--- config.mk ---
export PLATFORM = sky130hd
export DESIGN_NAME = game_top
export DESIGN_NICKNAME = d
export VERILOG_FILES = /design/src/design/game_pkg.sv /design/src/design/mem_slot_if.sv /design/src/design/video_timing.sv /design/src/design/rom_slot_arbiter.sv /design/src/design/game_status.sv /design/src/design/game_top.sv
export VERILOG_INCLUDE_DIRS = /design/src /design/src/design
export SDC_FILE = /design/constraint.sdc
export NUM_CORES = 1
export LEC_CHECK = 0
export ABC_AREA = 1
export BUFFER_PORTS_ARGS = -buffer_cell sky130_fd_sc_hd__buf_2
export CAP_MARGIN = 20
export CORE_MARGIN = 1
export CORE_UTILIZATION = 60
export DETAILED_ROUTE_END_ITERATION = 8
export GPL_ROUTABILITY_DRIVEN = 0
export MAX_ROUTING_LAYER = met4
export PLACE_DENSITY = 0.89
export REMOVE_ABC_BUFFERS = 1
export SKIP_CTS_REPAIR_TIMING = 1
export SLEW_MARGIN = 20
export SYNTH_ARGS = -nofsm -noshare
export SYNTH_HDL_FRONTEND = slang
export SYNTH_SLANG_ARGS = --single-unit
--- constraint.sdc ---
create_clock -name clk -period 5.5 [get_ports clk]
set_input_delay 0.275 -clock clk [delete_from_list [all_inputs] [get_ports clk]]
set_output_delay 0.275 -clock clk [all_outputs]
set_load 0.02 [all_outputs]
--- src/design/game_cfg.svh ---
`ifndef GAME_CFG_SVH
`define GAME_CFG_SVH

// Raster geometry, in pixels per line
`define H_TOTAL     64
`define H_VISIBLE   48
`define HS_START    52
`define HS_WIDTH    4

// Raster geometry, in lines per frame
`define V_TOTAL     32
`define V_VISIBLE   24
`define VS_START    26
`define VS_WIDTH    2

// ROM client and SDRAM bank widths
`define SLOT_AW     19
`define BA_AW       22
`define DW          16

// Base of each ROM region inside bank 0
`define MAIN_OFFSET 22'h00_0000
`define SUB_OFFSET  22'h08_0000
`define CHAR_OFFSET 22'h10_0000

`endif

--- src/design/game_pkg.sv ---
package game_pkg;

    // Slot order also gives the arbiter priority, char first
    typedef enum logic [1:0] {
        SLOT_CHAR = 2'd0,
        SLOT_MAIN = 2'd1,
        SLOT_SUB  = 2'd2
    } slot_id_e;

    // Bank 0 read sequence
    typedef enum logic [1:0] {
        ARB_IDLE     = 2'd0,
        ARB_WAIT_ACK = 2'd1,
        ARB_WAIT_DOK = 2'd2
    } arb_state_e;

    // One pulse per SDRAM request, tagged with the slot that won
    typedef struct packed {
        logic     start;
        slot_id_e slot;
    } req_stat_t;

endpackage

--- src/design/mem_slot_if.sv ---
`timescale 1ns/10ps
`include "game_cfg.svh"

interface mem_slot_if;
    logic                cs;
    logic [`SLOT_AW-1:0] addr;
    logic [`DW-1:0]      data;
    logic                ok;

    modport client (
        output cs,
        output addr,
        input  data,
        input  ok
    );

    modport arbiter (
        input  cs,
        input  addr,
        output data,
        output ok
    );

    // Observation only
    modport monitor (
        input  cs,
        input  addr,
        input  data,
        input  ok
    );
endinterface

--- src/design/video_timing.sv ---
`timescale 1ns/10ps
`include "game_cfg.svh"

module video_timing (
    input  logic       clk,
    input  logic       rst_n,
    output logic       pxl2_cen,
    output logic       pxl_cen,
    output logic       hs,
    output logic       vs,
    output logic       lhbl,
    output logic       lvbl,
    output logic       vint,
    output logic [8:0] vrender
);
    localparam logic [8:0] H_LAST   = 9'(`H_TOTAL - 1);
    localparam logic [8:0] H_VIS    = 9'(`H_VISIBLE);
    localparam logic [8:0] HS_FIRST = 9'(`HS_START);
    localparam logic [8:0] HS_END   = 9'(`HS_START + `HS_WIDTH);
    localparam logic [8:0] V_LAST   = 9'(`V_TOTAL - 1);
    localparam logic [8:0] V_VIS    = 9'(`V_VISIBLE);
    localparam logic [8:0] VS_FIRST = 9'(`VS_START);
    localparam logic [8:0] VS_END   = 9'(`VS_START + `VS_WIDTH);

    logic [1:0] phase;
    logic [8:0] hcnt;
    logic [8:0] vcnt;
    logic       lvbl_l;

    // Odd phases give pxl2_cen, the last phase also gives pxl_cen
    always_ff @(posedge clk or negedge rst_n) begin
        if (!rst_n) begin
            phase    <= 2'd0;
            pxl2_cen <= 1'b0;
            pxl_cen  <= 1'b0;
        end else begin
            phase    <= phase + 2'd1;
            pxl2_cen <= phase[0];
            pxl_cen  <= &phase;
        end
    end

    always_ff @(posedge clk or negedge rst_n) begin
        if (!rst_n) begin
            hcnt   <= 9'd0;
            vcnt   <= 9'd0;
            lvbl_l <= 1'b1;
        end else begin
            lvbl_l <= lvbl;
            if (pxl_cen) begin
                if (hcnt == H_LAST) begin
                    hcnt <= 9'd0;
                    vcnt <= (vcnt == V_LAST) ? 9'd0 : vcnt + 9'd1;
                end else begin
                    hcnt <= hcnt + 9'd1;
                end
            end
        end
    end

    assign lhbl = hcnt < H_VIS;
    assign lvbl = vcnt < V_VIS;
    assign hs   = (hcnt >= HS_FIRST) && (hcnt < HS_END);
    assign vs   = (vcnt >= VS_FIRST) && (vcnt < VS_END);

    // Line being prepared for the next scan
    assign vrender = (vcnt == V_LAST) ? 9'd0 : vcnt + 9'd1;

    // Falling edge of lvbl, one clk wide
    assign vint = lvbl_l & ~lvbl;

    // pxl_cen lands on every other pxl2_cen
    a_cen_aligned: assert property (
        @(posedge clk) disable iff (!rst_n)
            pxl_cen |-> pxl2_cen && $past(pxl2_cen, 2) && !$past(pxl_cen, 2)
    );
endmodule

--- src/design/rom_slot_arbiter.sv ---
`timescale 1ns/10ps
`include "game_cfg.svh"

module rom_slot_arbiter
    import game_pkg::*;
(
    input  logic              clk,
    input  logic              rst_n,
    mem_slot_if.arbiter       main_bus,
    mem_slot_if.arbiter       sub_bus,
    mem_slot_if.arbiter       char_bus,
    output logic [`BA_AW-1:0] ba0_addr,
    output logic              ba_rd,
    input  logic              ba_ack,
    input  logic              ba_dok,
    input  logic [`DW-1:0]    data_read,
    output req_stat_t         req_stat
);
    localparam int NSLOT = 3;

    logic [NSLOT-1:0]    cs;
    logic [`SLOT_AW-1:0] addr       [NSLOT];
    logic [`SLOT_AW-1:0] cache_addr [NSLOT];
    logic [`DW-1:0]      cache_data [NSLOT];
    logic [NSLOT-1:0]    valid;
    logic [NSLOT-1:0]    ok;
    logic [NSLOT-1:0]    hit;
    logic [NSLOT-1:0]    miss;
    logic [NSLOT-1:0]    fill_v;

    arb_state_e          state;
    slot_id_e            cur;
    slot_id_e            win;
    logic                any_miss;
    logic                fill;
    logic [`SLOT_AW-1:0] req_addr;
    logic [`BA_AW-1:0]   win_offset;

    // Slot arrays are indexed by slot_id_e
    assign cs[SLOT_CHAR]   = char_bus.cs;
    assign cs[SLOT_MAIN]   = main_bus.cs;
    assign cs[SLOT_SUB]    = sub_bus.cs;
    assign addr[SLOT_CHAR] = char_bus.addr;
    assign addr[SLOT_MAIN] = main_bus.addr;
    assign addr[SLOT_SUB]  = sub_bus.addr;

    assign char_bus.data = cache_data[SLOT_CHAR];
    assign main_bus.data = cache_data[SLOT_MAIN];
    assign sub_bus.data  = cache_data[SLOT_SUB];
    assign char_bus.ok   = ok[SLOT_CHAR];
    assign main_bus.ok   = ok[SLOT_MAIN];
    assign sub_bus.ok    = ok[SLOT_SUB];

    assign fill = (state == ARB_WAIT_DOK) && ba_dok;

    always_comb begin
        for (int i = 0; i < NSLOT; i++) begin
            hit[i]    = cs[i] & valid[i] & (addr[i] == cache_addr[i]);
            miss[i]   = cs[i] & ~hit[i];
            fill_v[i] = fill & (cur == slot_id_e'(i));
        end
    end

    // Fixed priority: char, main, sub
    always_comb begin
        any_miss = 1'b1;
        if (miss[SLOT_CHAR]) begin
            win = SLOT_CHAR;
        end else if (miss[SLOT_MAIN]) begin
            win = SLOT_MAIN;
        end else if (miss[SLOT_SUB]) begin
            win = SLOT_SUB;
        end else begin
            win      = SLOT_CHAR;
            any_miss = 1'b0;
        end
    end

    always_comb begin
        case (win)
            SLOT_MAIN: win_offset = `MAIN_OFFSET;
            SLOT_SUB:  win_offset = `SUB_OFFSET;
            default:   win_offset = `CHAR_OFFSET;
        endcase
    end

    always_ff @(posedge clk or negedge rst_n) begin
        if (!rst_n) begin
            state    <= ARB_IDLE;
            cur      <= SLOT_CHAR;
            ba_rd    <= 1'b0;
            req_stat <= '0;
        end else begin
            req_stat.start <= 1'b0;
            case (state)
                ARB_IDLE: if (any_miss) begin
                    cur           <= win;
                    ba_rd         <= 1'b1;
                    req_stat.start <= 1'b1;
                    req_stat.slot <= win;
                    state         <= ARB_WAIT_ACK;
                end
                ARB_WAIT_ACK: if (ba_ack) begin
                    ba_rd <= 1'b0;
                    state <= ARB_WAIT_DOK;
                end
                ARB_WAIT_DOK: if (ba_dok) begin
                    state <= ARB_IDLE;
                end
                default: state <= ARB_IDLE;
            endcase
        end
    end

    // ok follows the hit one cycle later, or the SDRAM data for a fill
    always_ff @(posedge clk or negedge rst_n) begin
        if (!rst_n) begin
            ok    <= '0;
            valid <= '0;
        end else begin
            for (int i = 0; i < NSLOT; i++) begin
                ok[i] <= hit[i] | (fill_v[i] & cs[i] & (addr[i] == req_addr));
                if (fill_v[i]) begin
                    valid[i] <= 1'b1;
                end
            end
        end
    end

    always_ff @(posedge clk) begin
        if (state == ARB_IDLE && any_miss) begin
            req_addr <= addr[win];
            ba0_addr <= win_offset + {{(`BA_AW - `SLOT_AW){1'b0}}, addr[win]};
        end
        for (int i = 0; i < NSLOT; i++) begin
            if (fill_v[i]) begin
                cache_addr[i] <= req_addr;
                cache_data[i] <= data_read;
            end
        end
    end

    a_rd_held: assert property (
        @(posedge clk) disable iff (!rst_n) ba_rd && !ba_ack |=> ba_rd
    );

    a_addr_stable: assert property (
        @(posedge clk) disable iff (!rst_n) ba_rd && !ba_ack |=> $stable(ba0_addr)
    );
endmodule

--- src/design/game_status.sv ---
`timescale 1ns/10ps

module game_status
    import game_pkg::*;
(
    input  logic       clk,
    input  logic       rst_n,
    input  logic       vint,
    input  req_stat_t  req_stat,
    input  logic [7:0] st_addr,
    output logic [7:0] st_dout
);
    logic [7:0] frame_cnt;
    logic [7:0] miss_cnt [3];

    always_ff @(posedge clk or negedge rst_n) begin
        if (!rst_n) begin
            frame_cnt <= 8'd0;
            miss_cnt  <= '{default: 8'd0};
            st_dout   <= 8'd0;
        end else begin
            if (vint) begin
                frame_cnt <= frame_cnt + 8'd1;
            end
            // One count per SDRAM request, so per cache miss
            if (req_stat.start) begin
                miss_cnt[req_stat.slot] <= miss_cnt[req_stat.slot] + 8'd1;
            end
            case (st_addr[1:0])
                2'd0:    st_dout <= frame_cnt;
                2'd1:    st_dout <= miss_cnt[SLOT_MAIN];
                2'd2:    st_dout <= miss_cnt[SLOT_SUB];
                default: st_dout <= miss_cnt[SLOT_CHAR];
            endcase
        end
    end
endmodule

--- src/design/game_top.sv ---
`timescale 1ns/10ps
`include "game_cfg.svh"

module game_top
    import game_pkg::*;
(
    input  logic                clk,
    input  logic                rst_n,
    // ROM clients
    input  logic                main_cs,
    input  logic                sub_cs,
    input  logic                char_cs,
    input  logic [`SLOT_AW-1:0] main_addr,
    input  logic [`SLOT_AW-1:0] sub_addr,
    input  logic [`SLOT_AW-1:0] char_addr,
    output logic [`DW-1:0]      main_data,
    output logic [`DW-1:0]      sub_data,
    output logic [`DW-1:0]      char_data,
    output logic                main_ok,
    output logic                sub_ok,
    output logic                char_ok,
    // SDRAM bank 0, read only
    output logic [`BA_AW-1:0]   ba0_addr,
    output logic                ba_rd,
    input  logic                ba_ack,
    input  logic                ba_dok,
    input  logic [`DW-1:0]      data_read,
    // Video
    output logic                pxl2_cen,
    output logic                pxl_cen,
    output logic                hs,
    output logic                vs,
    output logic                lhbl,
    output logic                lvbl,
    output logic                vint,
    output logic [8:0]          vrender,
    // Status dump
    input  logic [7:0]          st_addr,
    output logic [7:0]          st_dout
);
    req_stat_t req_stat;

    mem_slot_if main_bus ();
    mem_slot_if sub_bus ();
    mem_slot_if char_bus ();

    assign main_bus.cs   = main_cs;
    assign main_bus.addr = main_addr;
    assign sub_bus.cs    = sub_cs;
    assign sub_bus.addr  = sub_addr;
    assign char_bus.cs   = char_cs;
    assign char_bus.addr = char_addr;

    assign main_data = main_bus.data;
    assign main_ok   = main_bus.ok;
    assign sub_data  = sub_bus.data;
    assign sub_ok    = sub_bus.ok;
    assign char_data = char_bus.data;
    assign char_ok   = char_bus.ok;

    video_timing u_video (
        .clk        ( clk       ),
        .rst_n      ( rst_n     ),
        .pxl2_cen   ( pxl2_cen  ),
        .pxl_cen    ( pxl_cen   ),
        .hs         ( hs        ),
        .vs         ( vs        ),
        .lhbl       ( lhbl      ),
        .lvbl       ( lvbl      ),
        .vint       ( vint      ),
        .vrender    ( vrender   )
    );

    rom_slot_arbiter u_arb (
        .clk        ( clk       ),
        .rst_n      ( rst_n     ),
        .main_bus   ( main_bus  ),
        .sub_bus    ( sub_bus   ),
        .char_bus   ( char_bus  ),
        .ba0_addr   ( ba0_addr  ),
        .ba_rd      ( ba_rd     ),
        .ba_ack     ( ba_ack    ),
        .ba_dok     ( ba_dok    ),
        .data_read  ( data_read ),
        .req_stat   ( req_stat  )
    );

    game_status u_status (
        .clk        ( clk       ),
        .rst_n      ( rst_n     ),
        .vint       ( vint      ),
        .req_stat   ( req_stat  ),
        .st_addr    ( st_addr   ),
        .st_dout    ( st_dout   )
    );
endmodule

==> metrics.txt <==
status=complete, but fails checks; failing checks=negative hold slack; Iteration-0 DRC Markers=992; Max Fclk=around 320 MHz; Hold Fails Final Rpt=74; worst hold margin=-0.0857 ns; PortBufs=178; site row count=45; Syn Area/Cell=9.37 um^2; routed len/inst=around 18 um; dpl cells=~1.4k; DRC viols=0; RSZ-0062 raised after global routing=no; CTS tree=done; total gr overflow=0; P_leak=about 5.4 nW; initial antenna violation count=0; r2r endpoint=u_arb.ba0_addr[20]; largest net degree at the start of global routing=76; layout cells sized above 1=20.5%; Via-to-Cell Ratio=5.72; Setup crit start kind=flop; IO Count=roughly 190; MaxCap Viol Count=0; Clock transition at path regs=roughly 0.06 ns; Die Wd=between 100 and 150 um; clock sinks=201; vias in the first global route=about 7.9k; Clock Latency Late Sink=~0.50 ns; Design Area, Final=0.0115 mm^2; DP Wirelength=~18 mm; Root Buffer Master=clkbuf_16; power per cell area=roughly 400 mW/mm^2; gr usage total=between 30% and 40%; Worst Reg-to-Reg Cells=8; Crit Path Category=reg -> reg; worst hold-check path type=in -> async; Clock Tree Buf Depth=3; Die Area=between 0.015 and 0.02 mm^2; H-tree Lvls=1; Syn Inst Count=a little over 1k; critical path fanouts, max=23; initial core utilization=between 60% and 70%; final setup fails=0; CTS buffer count=21; Power, Total=between 4 and 5 mW; setup TNS=0 ns; Area Overhead vs Synth=21.3%; WP data required=5.74 ns; Worst-Margin Slew=1.10 ns; VDD IR max=0.000274 V; max_slew headroom=about a quarter; nets=1,313; CORE AREA=between 0.015 and 0.02 mm^2; crit path DAT=about 3.4 ns; slack of the worst reg-to-reg path=roughly 2.4 ns; DP Area=around 0.011 mm^2; Seq cells post-synth=around 200; first-pass GRT wire length=39.1 mm; Syn Std Cell Area=around 0.0095 mm^2; post-route ant nets=0; Slew Limit Fails=0; Layout Skew=around 0.026 ns; DR vias=8,272; Die H=128 um; Yosys warning count=0; First-pass DRT Iterations=7; Cell variety after synth=44; crit end category=flop; Final Cycle Share=approximately 57%; fin crit period=3.12 ns; Finished Layout Cells=between 1k and 1.5k; r2r startpoint=u_arb.cache_addr[0][17]; Seq/Total Area, Yosys=59.5%; drt total wl=25.8 mm
-- power breakdown --
group / leakage (nW) / switching, mW / internal (mW) / total [mW]
logic: 2.93 / 0.663 / 0.288 / 0.952
registers: 2.14 / 0.215 / 1.86 / 2.08
clock network: 0.376 / 0.572 / 0.968 / 1.54
-- cell type report --
type | instances | area [um^2]
inverters | 147 | 552
diodes | 1 | 2.50
repair buffers | 195 | 1060
flip-flops and latches | 201 | 5660
fillers | 1039 | 3770
clock inverters | 6 | 105
well taps | 211 | 264
clock buffers | 31 | 657
multi-input cells | 653 | 3250
-- metal layers --
metal	up-vias	GRT usage (%)	share of wire, %
li1	3758	-	-
met1	3733	42.2	37
met2	645	49.5	46
met3	136	5.80	12
met4	0	15.7	5.1
met5	-	-	0
-- cells in the mapped netlist, drive strengths merged --
master | number | area (um^2)
edfxtp | 126 | 3780
o221ai | 3 | 26.3
xnor2 | 24 | 210
o21ai | 54 | 270
nor2 | 81 | 324
clkbuf | 4 | 15.0
nor3 | 4 | 20.0
dfstp | 1 | 26.3
and3 | 1 | 6.26
nor4 | 9 | 71.3
conb | 1 | 3.75
or2 | 5 | 31.3
a221oi | 12 | 105
a211oi | 1 | 7.51
nor3b | 1 | 7.51
ha | 6 | 75.1
nand3 | 64 | 330
a31o | 1 | 8.76
o211ai | 3 | 32.5
a21oi | 5 | 28.8
xor2 | 18 | 158
nand2 | 312 | 1190
nand4 | 19 | 119
clkinv | 1 | 3.75
a22oi | 4 | 30.0
o31ai | 1 | 7.51
inv | 146 | 548
o22ai | 20 | 125
nor4b | 3 | 26.3
buf | 11 | 65.1
dfrtp | 74 | 1850
o2111ai | 1 | 8.76
-- registers in the layout, indices dropped and copies added (netlist names) --
name                count
u_status.miss_cnt      24
u_video.pxl2_cen        1
u_arb.ba0_addr          3
u_video.phase           2
u_status.frame_cnt      8
u_status.st_dout        8
u_arb.ba_rd             1
u_video.lvbl_l          1
u_arb.cache_addr       57
u_video.hcnt            9
u_arb.state             2
u_video.pxl_cen         1
u_arb.ok                3
u_arb.valid             3
u_video.vcnt            9
u_arb.cache_data       48
u_arb.req_addr         18
u_arb.req_stat          3
-- worst max-delay path by stage --
stage,from,end,depth (start not counted),slack (ns)
global placement,char_addr[17],u_arb.ba0_addr[20],9,2.69
CTS,u_arb.cache_addr[0][17],u_arb.ba0_addr[20],8,2.66
floorplan,u_arb.req_stat[0],u_arb.ok[0],7,2.63
finish,u_arb.cache_addr[0][17],u_arb.ba0_addr[20],8,2.38
global route,u_arb.cache_addr[0][17],u_arb.ba0_addr[19],9,2.45
detailed placement,char_addr[17],u_arb.ba0_addr[20],9,2.63
-- metrics by stage --
| step | setup slack [ns] | utilization (%) | hold WS [ns] |
|---|---|---|---|
| 2_1_floorplan | 2.63 | - | -0.0206 |
| 3_3_place_gp | 2.69 | 69.5 | 0.400 |
| 3_5_place_dp | 2.63 | 69.5 | 0.408 |
| 4_1_cts | 2.66 | 74.5 | -0.0451 |
| 5_1_grt | 2.45 | 75.4 | 0.00192 |
| 6_report | 2.38 | 75.4 | -0.0857 |
-- cells by family after synthesis --
| family | Yosys count | share of synthesized area [%] |
|---|---|---|
| AOI/OAI and AO/OA | 105 | 6.84 |
| xor gates and xnor gates | 42 | 3.86 |
| adders and majority gates | 6 | 0.789 |
| buffers and inverters | 162 | 6.64 |
| DFF | 201 | 59.5 |
| other | 1 | 0.0394 |
| and+or+nand+nor | 499 | 22.3 |
-- worst max-delay path, stage by stage (launching register included) --
cell	delay, ns
edfxtp_1	0.39
xnor2_1	0.19
nand2_1	0.06
nor3_1	0.45
nand3_1	0.20
nand2_2	0.50
nand3_2	0.42
inv_2	0.35
ha_1	0.30
-- layout by cell type, fill, tap and decap left out, types with 5 or more instances in the layout --
| cell type | Yosys | final |
|---|---|---|
| nand3_1 | 62 | 62 |
| nor4_1 | 8 | 8 |
| o21ai_0 | 43 | 43 |
| edfxtp_1 | 126 | 126 |
| o21ai_1 | 11 | 11 |
| dlygate4sd3_1 | 0 | 14 |
| buf_2 | 7 | 177 |
| ha_1 | 6 | 6 |
| clkbuf_16 | 0 | 24 |
| nor2_1 | 77 | 74 |
| inv_2 | 15 | 15 |
| a221oi_1 | 12 | 12 |
| nand4_1 | 19 | 19 |
| inv_1 | 131 | 131 |
| nand2_2 | 5 | 5 |
| o22ai_1 | 20 | 20 |
| xor2_1 | 18 | 18 |
| dfrtp_1 | 74 | 74 |
| xnor2_1 | 24 | 24 |
| nand2_1 | 306 | 306 |
| nor2_4 | 2 | 5 |
No activity file was read; power rests on OpenSTA's default activity.
